<file path="config.mk">
export PLATFORM = sky130hd
export DESIGN_NAME = pcie_msg_rx
export DESIGN_NICKNAME = d
export VERILOG_FILES = /design/src/verilog/msg_hdr_pkg.sv /design/src/verilog/msg_ifs.sv /design/src/verilog/axi_wr_slave.sv /design/src/verilog/hdr_checker.sv /design/src/verilog/frag_tracker.sv /design/src/verilog/msg_committer.sv /design/src/verilog/pcie_msg_rx.sv
export VERILOG_INCLUDE_DIRS = /design/src /design/src/include
export SDC_FILE = /design/constraint.sdc
export NUM_CORES = 2
export LEC_CHECK = 0
export BUFFER_PORTS_ARGS = -buffer_cell sky130_fd_sc_hd__buf_2
export CAP_MARGIN = 20
export CORE_ASPECT_RATIO = 1.25
export CORE_MARGIN = 2
export CORE_UTILIZATION = 25
export CTS_CLUSTER_DIAMETER = 150
export DETAILED_ROUTE_END_ITERATION = 10
export SETUP_SLACK_MARGIN = 0.4
export SYNTH_ARGS = -nofsm -noshare
export SYNTH_HDL_FRONTEND = slang
export SYNTH_SLANG_ARGS = --single-unit
</file>
<file path="constraint.sdc">
create_clock -name clk -period 17.44 [get_ports clk]
set_clock_uncertainty 0.2 [all_clocks]
set_input_delay 1.744 -clock clk [delete_from_list [all_inputs] [get_ports clk]]
set_output_delay 1.744 -clock clk [all_outputs]
set_load 0.1 [all_outputs]
</file>
<file path="src/include/pcie_msg_settings.svh">
/* Widths, fragment codes, queue layout and status bit positions
   shared by the PCIe message receiver */
`ifndef PCIE_MSG_SETTINGS_SVH
`define PCIE_MSG_SETTINGS_SVH

// Bus and header widths
`define PMR_DATA_W        256
`define PMR_HDR_W         128
`define PMR_LEN_W         8
`define PMR_TAG_W         4

// Fragment buffer, beat counter and buffer index widths
`define PMR_MAX_BEATS     16
`define PMR_BEAT_W        5
`define PMR_IDX_W         4

// Queue regions in SRAM, fill offset width
`define PMR_NUM_Q         4
`define PMR_Q_BEATS       64
`define PMR_FILL_W        7
`define PMR_SRAM_AW       8

// Header encodings
`define PMR_HDR_VER       4'd1
`define PMR_FRAG_S        2'd2
`define PMR_FRAG_M        2'd0
`define PMR_FRAG_L        2'd1
`define PMR_FRAG_SG       2'd3

// Status and counters
`define PMR_CNT_W         8
`define PMR_STAT_W        32
`define PMR_INTR_DONE_BIT 0
`define PMR_INTR_ERR_BIT  3

`endif

</file>
<file path="src/verilog/msg_hdr_pkg.sv">
/* Message header word with its assembly and routing views */
`include "pcie_msg_settings.svh"

package msg_hdr_pkg;

    // Fields used for fragment assembly
    typedef struct packed {
        logic [1:0]                 frag_type;
        logic [1:0]                 pkt_sn;
        logic [`PMR_TAG_W-1:0]      msg_tag;
        logic [`PMR_HDR_W-9:0]      tlp;
    } hdr_asm_t;

    // Same word as seen by the header checks
    typedef struct packed {
        logic [1:0]                 frag_type;
        logic [1:0]                 pkt_sn;
        logic                       tag_owner;
        logic [2:0]                 tlp_tag;
        logic [19:0]                rsvd_hi;
        logic [3:0]                 version;
        logic [95:0]                rsvd_lo;
    } hdr_route_t;

    typedef union packed {
        hdr_asm_t                   asm_view;
        hdr_route_t                 route_view;
    } hdr_word_u;

endpackage

</file>
<file path="src/verilog/msg_ifs.sv">
/* Internal buses of the receiver
   frag_if carries a received fragment, asm_if the assembly verdict */
`timescale 1ns/100ps
`include "pcie_msg_settings.svh"

interface frag_if;
    logic                       frag_valid;
    msg_hdr_pkg::hdr_word_u     hdr;
    logic [`PMR_BEAT_W-1:0]     n_beats;
    logic [`PMR_IDX_W-1:0]      rd_idx;
    logic [`PMR_DATA_W-1:0]     rd_data;
    logic                       done;

    modport src (output frag_valid, hdr, n_beats, rd_data, input rd_idx, done);
    modport chk (input hdr, frag_valid);
    modport trk (input hdr, frag_valid, n_beats);
    modport cmt (input n_beats, rd_data, output rd_idx, done);
endinterface

interface asm_if;
    logic                       v_valid;
    logic                       accept;
    logic                       complete;
    logic [`PMR_FILL_W-1:0]     fill;
    logic [`PMR_TAG_W-1:0]      tag;
    logic                       orphan;
    logic                       seq_err;
    logic                       commit;

    modport trk (
        output v_valid, accept, complete, fill, tag, orphan, seq_err,
        input  commit
    );
    modport cmt (
        input  v_valid, accept, complete, fill, tag, orphan, seq_err,
        output commit
    );
endinterface

</file>
<file path="src/verilog/axi_wr_slave.sv">
/* AXI write slave with fragment beat buffer and header capture */
`timescale 1ns/100ps
`include "pcie_msg_settings.svh"

module axi_wr_slave (
    input  logic                    clk,
    input  logic                    rst_n,
    input  logic                    awvalid,
    input  logic [`PMR_LEN_W-1:0]   awlen,
    output logic                    awready,
    input  logic                    wvalid,
    input  logic [`PMR_DATA_W-1:0]  wdata,
    input  logic                    wlast,
    output logic                    wready,
    output logic                    bvalid,
    output logic [1:0]              bresp,
    input  logic                    bready,
    frag_if.src                     fr
);
    typedef enum logic [1:0] {PH_ADDR, PH_DATA, PH_RESP} phase_t;

    phase_t                     phase;
    logic [`PMR_IDX_W-1:0]      wr_idx;
    logic [`PMR_DATA_W-1:0]     beat_buf [`PMR_MAX_BEATS];
    logic                       w_hs;

    assign w_hs       = wvalid && wready;
    assign bresp      = 2'b00;
    assign fr.rd_data = beat_buf[fr.rd_idx];

    // Beat 0 holds the header in its upper half
    always_ff @(posedge clk) begin
        if (w_hs) begin
            beat_buf[wr_idx] <= wdata;
            if (wr_idx == '0)
                fr.hdr <= wdata[`PMR_DATA_W-1 -: `PMR_HDR_W];
        end
    end

    // =========================================================================
    // Address, data and response phases
    // =========================================================================
    always_ff @(posedge clk or negedge rst_n) begin
        if (!rst_n) begin
            phase         <= PH_ADDR;
            awready       <= 1'b0;
            wready        <= 1'b0;
            bvalid        <= 1'b0;
            wr_idx        <= '0;
            fr.n_beats    <= '0;
            fr.frag_valid <= 1'b0;
        end else begin
            fr.frag_valid <= 1'b0;
            case (phase)
                PH_ADDR: begin
                    if (awvalid && awready) begin
                        awready    <= 1'b0;
                        wready     <= 1'b1;
                        wr_idx     <= '0;
                        fr.n_beats <= `PMR_BEAT_W'(awlen) + 1'b1;
                        phase      <= PH_DATA;
                    end else begin
                        awready <= 1'b1;
                    end
                end
                PH_DATA: begin
                    if (w_hs) begin
                        wr_idx <= wr_idx + 1'b1;
                        if (wlast) begin
                            wready        <= 1'b0;
                            fr.frag_valid <= 1'b1;
                            phase         <= PH_RESP;
                        end
                    end
                end
                PH_RESP: begin
                    // Answer only after the committer has released the buffer
                    if (fr.done)
                        bvalid <= 1'b1;
                    if (bvalid && bready) begin
                        bvalid  <= 1'b0;
                        awready <= 1'b1;
                        phase   <= PH_ADDR;
                    end
                end
                default: phase <= PH_ADDR;
            endcase
        end
    end

endmodule

</file>
<file path="src/verilog/hdr_checker.sv">
/* Header version and tag owner checks with their error counters */
`timescale 1ns/100ps
`include "pcie_msg_settings.svh"

module hdr_checker (
    input  logic                    clk,
    input  logic                    rst_n,
    frag_if.chk                     fr,
    output logic                    hdr_ok,
    output logic                    chk_valid,
    output logic [`PMR_CNT_W-1:0]   err_ver_cnt,
    output logic [`PMR_CNT_W-1:0]   err_to_cnt
);
    msg_hdr_pkg::hdr_route_t    rt;
    logic                       ver_bad;
    logic                       to_bad;

    assign rt      = fr.hdr.route_view;
    assign ver_bad = rt.version != `PMR_HDR_VER;
    // Tag 7 needs the owner bit set
    assign to_bad  = (rt.tlp_tag == 3'd7) && !rt.tag_owner;

    always_ff @(posedge clk or negedge rst_n) begin
        if (!rst_n) begin
            hdr_ok      <= 1'b0;
            chk_valid   <= 1'b0;
            err_ver_cnt <= '0;
            err_to_cnt  <= '0;
        end else begin
            chk_valid <= fr.frag_valid;
            if (fr.frag_valid) begin
                // Owner error is counted only, fragment still goes through
                hdr_ok <= !ver_bad;
                if (ver_bad)
                    err_ver_cnt <= err_ver_cnt + 1'b1;
                if (to_bad)
                    err_to_cnt <= err_to_cnt + 1'b1;
            end
        end
    end

endmodule

</file>
<file path="src/verilog/frag_tracker.sv">
/* Per-tag assembly state and sequence verdict for each fragment */
`timescale 1ns/100ps
`include "pcie_msg_settings.svh"

module frag_tracker (
    input  logic                clk,
    input  logic                rst_n,
    frag_if.trk                 fr,
    asm_if.trk                  va
);
    localparam int QW = $clog2(`PMR_NUM_Q);

    logic                       q_active [`PMR_NUM_Q];
    logic [1:0]                 q_exp_sn [`PMR_NUM_Q];
    logic [`PMR_FILL_W-1:0]     q_fill   [`PMR_NUM_Q];

    msg_hdr_pkg::hdr_asm_t      h;
    logic                       in_range;
    logic [QW-1:0]              idx;
    logic [QW-1:0]              cidx;
    logic [`PMR_FILL_W-1:0]     pay;
    logic                       c_accept;
    logic                       c_complete;
    logic                       c_orphan;
    logic                       c_seq_err;
    logic [`PMR_FILL_W-1:0]     c_fill;

    assign h        = fr.hdr.asm_view;
    assign in_range = h.msg_tag < `PMR_NUM_Q;
    assign idx      = h.msg_tag[QW-1:0];
    assign cidx     = va.tag[QW-1:0];
    assign pay      = `PMR_FILL_W'(fr.n_beats) - 1'b1;

    // Verdict for the fragment on the bus
    always_comb begin
        c_accept   = 1'b0;
        c_complete = 1'b0;
        c_orphan   = 1'b0;
        c_seq_err  = 1'b0;
        c_fill     = '0;
        if (in_range) begin
            case (h.frag_type)
                `PMR_FRAG_SG: begin
                    c_accept   = 1'b1;
                    c_complete = 1'b1;
                end
                `PMR_FRAG_S: c_accept = (h.pkt_sn == 2'd0);
                default: begin
                    if (!q_active[idx]) begin
                        c_orphan = 1'b1;
                    end else if (h.pkt_sn != q_exp_sn[idx]) begin
                        c_seq_err = 1'b1;
                    end else begin
                        c_accept   = 1'b1;
                        c_complete = (h.frag_type == `PMR_FRAG_L);
                        c_fill     = q_fill[idx];
                    end
                end
            endcase
        end
    end

    always_ff @(posedge clk or negedge rst_n) begin
        if (!rst_n) begin
            va.v_valid  <= 1'b0;
            va.accept   <= 1'b0;
            va.complete <= 1'b0;
            va.orphan   <= 1'b0;
            va.seq_err  <= 1'b0;
            va.fill     <= '0;
            va.tag      <= '0;
        end else begin
            va.v_valid <= fr.frag_valid;
            if (fr.frag_valid) begin
                va.accept   <= c_accept;
                va.complete <= c_complete;
                va.orphan   <= c_orphan;
                va.seq_err  <= c_seq_err;
                va.fill     <= c_fill;
                va.tag      <= h.msg_tag;
            end
        end
    end

    // Queue state moves only when the committer takes the fragment
    always_ff @(posedge clk or negedge rst_n) begin
        if (!rst_n) begin
            for (int q = 0; q < `PMR_NUM_Q; q++) begin
                q_active[q] <= 1'b0;
                q_exp_sn[q] <= '0;
                q_fill[q]   <= '0;
            end
        end else if (va.commit) begin
            case (h.frag_type)
                `PMR_FRAG_S: begin
                    q_active[cidx] <= 1'b1;
                    q_exp_sn[cidx] <= 2'd1;
                    q_fill[cidx]   <= pay;
                end
                `PMR_FRAG_M: begin
                    q_exp_sn[cidx] <= q_exp_sn[cidx] + 1'b1;
                    q_fill[cidx]   <= q_fill[cidx] + pay;
                end
                `PMR_FRAG_L: q_active[cidx] <= 1'b0;
                default: ;
            endcase
        end
    end

endmodule

</file>
<file path="src/verilog/msg_committer.sv">
/* Commit decision, payload writes to SRAM, completion status,
   write pointer and assembly error counters */
`timescale 1ns/100ps
`include "pcie_msg_settings.svh"

module msg_committer (
    input  logic                    clk,
    input  logic                    rst_n,
    frag_if.cmt                     fr,
    asm_if.cmt                      va,
    input  logic                    hdr_ok,
    input  logic                    chk_valid,
    output logic                    sram_wen,
    output logic [`PMR_SRAM_AW-1:0] sram_waddr,
    output logic [`PMR_DATA_W-1:0]  sram_wdata,
    output logic [`PMR_STAT_W-1:0]  intr_status,
    input  logic [`PMR_STAT_W-1:0]  intr_clear,
    output logic [`PMR_STAT_W-1:0]  data_wptr,
    output logic                    msg_interrupt,
    output logic                    assembled_valid,
    output logic [`PMR_TAG_W-1:0]   assembled_tag,
    output logic [`PMR_CNT_W-1:0]   err_orphan_cnt,
    output logic [`PMR_CNT_W-1:0]   err_seq_cnt
);
    typedef enum logic [1:0] {ST_IDLE, ST_WRITE, ST_UPDATE, ST_DONE} state_t;

    state_t                     state;
    logic                       verdict;
    logic                       last_beat;
    logic [`PMR_IDX_W-1:0]      beat_k;
    logic [`PMR_SRAM_AW-1:0]    wr_addr;
    logic [`PMR_FILL_W-1:0]     total;
    logic [`PMR_TAG_W-1:0]      c_tag;
    logic                       c_complete;
    logic [`PMR_STAT_W-1:0]     set_vec;

    assign verdict       = va.v_valid && chk_valid;
    assign va.commit     = verdict && hdr_ok && va.accept;
    assign last_beat     = (`PMR_BEAT_W'(beat_k) + 1'b1) == fr.n_beats;
    assign fr.rd_idx     = beat_k;
    assign fr.done       = (state == ST_DONE);
    assign sram_wen      = (state == ST_WRITE);
    assign sram_waddr    = wr_addr;
    assign sram_wdata    = fr.rd_data;
    assign msg_interrupt = |intr_status;

    always_comb begin
        set_vec = '0;
        set_vec[`PMR_INTR_DONE_BIT] = (state == ST_UPDATE) && c_complete;
        set_vec[`PMR_INTR_ERR_BIT]  = verdict && !hdr_ok;
    end

    // =========================================================================
    // Payload write sequence
    // =========================================================================
    always_ff @(posedge clk or negedge rst_n) begin
        if (!rst_n) begin
            state           <= ST_IDLE;
            beat_k          <= '0;
            wr_addr         <= '0;
            total           <= '0;
            c_tag           <= '0;
            c_complete      <= 1'b0;
            data_wptr       <= '0;
            assembled_valid <= 1'b0;
            assembled_tag   <= '0;
        end else begin
            assembled_valid <= 1'b0;
            case (state)
                ST_IDLE: begin
                    if (va.commit) begin
                        // Region base is tag times region size
                        beat_k     <= `PMR_IDX_W'(1);
                        wr_addr    <= `PMR_SRAM_AW'(va.tag) * `PMR_SRAM_AW'(`PMR_Q_BEATS)
                                      + `PMR_SRAM_AW'(va.fill);
                        total      <= va.fill + `PMR_FILL_W'(fr.n_beats) - 1'b1;
                        c_tag      <= va.tag;
                        c_complete <= va.complete;
                        state      <= (fr.n_beats > 1) ? ST_WRITE : ST_UPDATE;
                    end else if (verdict) begin
                        state <= ST_DONE;
                    end
                end
                ST_WRITE: begin
                    beat_k  <= beat_k + 1'b1;
                    wr_addr <= wr_addr + 1'b1;
                    if (last_beat)
                        state <= ST_UPDATE;
                end
                ST_UPDATE: begin
                    if (c_complete) begin
                        data_wptr       <= `PMR_STAT_W'(total) * (`PMR_DATA_W / 8);
                        assembled_valid <= 1'b1;
                        assembled_tag   <= c_tag;
                    end
                    state <= ST_DONE;
                end
                default: state <= ST_IDLE;
            endcase
        end
    end

    // Status bits, clear wins over set
    always_ff @(posedge clk or negedge rst_n) begin
        if (!rst_n) begin
            intr_status    <= '0;
            err_orphan_cnt <= '0;
            err_seq_cnt    <= '0;
        end else begin
            intr_status <= (intr_status | set_vec) & ~intr_clear;
            if (verdict && hdr_ok && va.orphan)
                err_orphan_cnt <= err_orphan_cnt + 1'b1;
            if (verdict && hdr_ok && va.seq_err)
                err_seq_cnt <= err_seq_cnt + 1'b1;
        end
    end

endmodule

</file>
<file path="src/verilog/pcie_msg_rx.sv">
/* PCIe message receiver top level
   AXI slave, header checker, fragment tracker and committer */
`timescale 1ns/100ps
`include "pcie_msg_settings.svh"

module pcie_msg_rx (
    input  logic                    clk,
    input  logic                    rst_n,

    // AXI write channels
    input  logic                    awvalid,
    input  logic [`PMR_LEN_W-1:0]   awlen,
    output logic                    awready,
    input  logic                    wvalid,
    input  logic [`PMR_DATA_W-1:0]  wdata,
    input  logic                    wlast,
    output logic                    wready,
    output logic                    bvalid,
    output logic [1:0]              bresp,
    input  logic                    bready,

    // SRAM write port
    output logic                    sram_wen,
    output logic [`PMR_SRAM_AW-1:0] sram_waddr,
    output logic [`PMR_DATA_W-1:0]  sram_wdata,

    // Status, pointer and counters
    output logic [`PMR_STAT_W-1:0]  intr_status,
    input  logic [`PMR_STAT_W-1:0]  intr_clear,
    output logic [`PMR_STAT_W-1:0]  data_wptr,
    output logic                    msg_interrupt,
    output logic                    assembled_valid,
    output logic [`PMR_TAG_W-1:0]   assembled_tag,
    output logic [`PMR_CNT_W-1:0]   err_ver_cnt,
    output logic [`PMR_CNT_W-1:0]   err_to_cnt,
    output logic [`PMR_CNT_W-1:0]   err_orphan_cnt,
    output logic [`PMR_CNT_W-1:0]   err_seq_cnt
);
    frag_if     fr_bus ();
    asm_if      va_bus ();
    logic       hdr_ok;
    logic       chk_valid;

    axi_wr_slave  u_axi (.*, .fr(fr_bus));
    hdr_checker   u_chk (.*, .fr(fr_bus));
    frag_tracker  u_trk (.*, .fr(fr_bus), .va(va_bus));
    msg_committer u_cmt (.*, .fr(fr_bus), .va(va_bus));

endmodule

</file>
==> qor.yml <==
clock_network:
  cts_sinks: 4270
  ctsResizeCount: 0
  cts_setup_buffers: 0
  postCtsHoldBufs: 0
  h-tree-depth: 5
  cts_tree: "done"
  ctsRootBufferMaster: "clkbuf_16"
  cts_made_buffers: 414
  ctsLongestPathBuffers: 4
  clock_latency_ns: 0.98
  path_clk_slew_ns: 0.06
global_routing:
  grt_usage_pct: 12.2
  grt_pass1_vias: 84643
  grt_max_degree: 117
  grt_pass1_wl_um: 604000
  grt_overflow: 0
  antenna_found_initial: 132
setup_path:
  rr_worst_depth: 7
  worstPathRequired_ns: 15.50
  rr_endpoint: "u_axi.beat_buf[0][74]$_DFFE_PP_"
  cp_max_fo: 99
  crit_path_max_incr_delay_ns: 0.97
  r2r_setup_slack_ns: 11.88
  reg2reg_from: "u_axi.wready$_DFFE_PN0P_"
  crit_arrival_ns: 6.58
  crit_slowest_cell: "dfrtp_4"
  cp_cell_sequence: "buf_4, buf_12, buf_4, buf_4, mux2i_1, a221oi_1, o21ai_0, nand2_1, buf_2"
  worstSetupPathType: "register to primary output"
  critical_path.endpoint: "sram_wdata[138]"
  cp_num_cells: 9
  end_kind: "primary output"
  crit_path_start_kind: "register"
  crit_buf_inv: 5
  path_delay_family: "buffers and inverters"
  cpMostUsedCell: "buf_4"
  crit_start: "u_cmt.fr.rd_idx[0]$_DFFE_PN0P_"
synthesis:
  synth_cells: 8421
  avgSynthCellArea_um2: 19.6
  async_flop_share_pct: 4.07
  synth_simple_gate_area_share_pct: 1.40
  synth_area_mm2: 0.165
  yosys_warnings: 0
  synth_top_family_by_area: "multiplexers"
  synth-compound-area-share_pct: 5.29
  ys_ff_latch: 4270
  synthAdderAreaFrac_pct: 0.320
  yosysUniqueCellTypes: 63
  synth_seq_area_share_pct: 77.2
  synth_ff_type: "edfxtp_1"
  synth.area.mux_share_pct: 14.0
  synth_xor_area_share_pct: 0.292
  synth_enable_flop_cells: 4096
power:
  clkPwrFrac_pct: 43.7
  power_switching_w: 0.00410
  leakagePower_nw: 59.0
  comb_power_share_pct: 0.9
  power_density_mw_per_mm2: 105
  ir_drop_mv: 0.0962
  intPower_w: 0.0162
  seq_power_share_pct: 55.4
  p_sw_share_pct: 20.2
sta:
  finalHoldViolCount: 0
  worst_pin_slew_ns: 1.16
  setup_tns_ns: 0
  slew_viol_final: 0
  min_period_over_period_pct: 48.9
  max_freq_mhz: 117
  rsz0062_at_grt: "false"
  layout_min_cycle_time_ns: 8.52
  whs_ns: 0.265
  maxSlewHeadroom_pct: 22.1
  setup_violations: 0
route:
  vias: 83199
  drt_iter0_drc: 7013
  drt_pass1_iterations: 5
  wl_per_cell_um: 23.2
  antenna_left: 0
  remaining_drc_errors: 0
  wirelength_um: 425000
  via_per_inst: 4.54
die:
  die_h_um: 912
  core_mm2: 0.657
  rows: 333
  die-area_mm2: 0.666
  die_w_um: 730
  io_pins: 674
  start_util_pct: 25.1
cells_and_area:
  fillers: 64304
  drive_gt1_share_pct: 23.7
  nets: 9559
  syn2layout_area_growth_pct: 16.5
  regArea_mm2: 0.127
  multi_input_area_mm2: 0.0353
place:
  place_congestion: 0.749
  io_buffers: 643
  hpwl_um: 232000
status:
  status: "finished, final reports clean"
worst_hold_path:
  hold_path.class: "register to register"
run:
  drv_cap: 0
layer usage:
layer	wire length [um]	track usage [%]
met1	172000	15.2
met3	24600	2.16
met2	217000	21.7
met5	403	0
met4	11300	3.25
synth_stat cells (25+ instances only):
master	number	area (um2)
nand2_1	323	1210
a21oi_1	292	1460
mux2i_1	780	7810
xnor2_1	33	289
o21ai_0	432	2160
ha_1	39	488
a221oi_1	256	2240
clkbuf_1	271	1020
nor2b_1	34	213
edfxtp_1	4096	123000
nand3_1	25	125
mux2_2	294	3310
mux4_2	529	11900
buf_4	59	443
nor2_1	50	188
o21ai_1	113	566
a22oi_1	256	1920
buf_2	141	706
inv_1	48	180
dfrtp_1	174	4350
kinds of logic after synthesis:
kind of cell | Yosys count
other cells | 1
buf+inv | 529
flops | 4270
xor+xnor | 55
mux | 1606
fa+ha+maj | 41
simple gates | 520
compound gates | 1399
area by class of cell:
class | count | area share (%)
Inverter | 48 | 0.0938
Antenna cell | 43 | 0.0560
Multi-Input combinational cell | 3648 | 18.4
Clock inverter | 254 | 1.31
Sequential cell | 4270 | 66.3
Tap cell | 8710 | 5.67
Timing Repair Buffer | 834 | 2.59
Clock buffer | 507 | 5.63
power groups by stage:
| stage | registers, W | logic [W] | clock network (W) |
|---|---|---|---|
| 6_report | 0.0112 | 0.000186 | 0.00884 |
| 5_1_grt | 0.0112 | 0.000205 | 0.00941 |
| 4_1_cts | 0.0112 | 0.000185 | 0.00904 |
| 3_5_place_dp | 0.0114 | 0.000185 | 0 |
| 3_3_place_gp | 0.0114 | 0.000173 | 0 |
| 2_1_floorplan | 0.0114 | 0.0000308 | 0 |
cell usage in the layout (no fill, tap or decap), drive strengths merged, types with 4 or more instances in the layout:
cell      instances
edfxtp         4096
buf             834
mux2i           780
o21ai           545
mux4            529
clkbuf          507
nand2           323
mux2            297
a21oi           292
a221oi          256
a22oi           256
clkinv          196
dfrtp           174
inv              66
nor2             50
diode            43
ha               39
nor2b            34
xnor2            33
bufinv           31
conb             27
nand3            25
xor2             22
and2             21
nand4            13
nor4             12
o22ai            11
clkinvlp          9
nor3              9
and3              8
nand2b            8
a21o              6
a31oi             6
nor3b             4
or3               4
how the worst min path moves through the flow:
stage                                          start                                  to  slack, ns  cells after the start
finish              u_chk.err_ver_cnt[7]$_DFFE_PN0P_    u_chk.err_ver_cnt[7]$_DFFE_PN0P_       0.26                      1
CTS                       u_cmt.c_tag[3]$_DFFE_PN0P_  u_cmt.assembled_tag[3]$_DFFE_PN0P_       0.26                      1
floorplan              u_axi.fr.frag_valid$_DFF_PN0_          u_trk.va.v_valid$_DFF_PN0_       0.15                      0
global placement    u_chk.err_ver_cnt[7]$_DFFE_PN0P_    u_chk.err_ver_cnt[7]$_DFFE_PN0P_       0.25                      1
detailed placement  u_chk.err_ver_cnt[7]$_DFFE_PN0P_    u_chk.err_ver_cnt[7]$_DFFE_PN0P_       0.26                      1
global route              u_cmt.total[0]$_DFFE_PN0P_      u_cmt.data_wptr[5]$_DFFE_PN0P_       0.27                      1
through the flow:
stage | cells | cell area (um2) | util (%) | total power, W | worst slack [ns]
4_1_cts | 18270 | 192000 | 29.2 | 0.0205 | 8.65
6_report | 18314 | 192000 | 29.2 | 0.0203 | 8.92
2_1_floorplan | 8447 | 165000 | - | 0.0115 | 8.57
3_3_place_gp | 17509 | 179000 | 27.2 | 0.0116 | 9.81
3_5_place_dp | 17509 | 179000 | 27.2 | 0.0116 | 9.83
5_1_grt | 18280 | 192000 | 29.2 | 0.0208 | 8.41
flip-flops by register name, indices dropped and copies added, names as in the netlist, 5 cells and up, named ones only:
name                  count
u_cmt.err_orphan_cnt      8
u_trk.q_exp_sn            8
u_axi.fr.n_beats          5
u_trk.q_fill             28
u_trk.va.fill             7
u_axi.beat_buf         4085
u_cmt.total               7
u_axi.fr.hdr             11
u_chk.err_ver_cnt         8
u_cmt.data_wptr           7
u_chk.err_to_cnt          8
u_cmt.err_seq_cnt         8
u_cmt.intr_status        32
u_cmt.sram_waddr          8
Power figures use the tool's default switching activity.
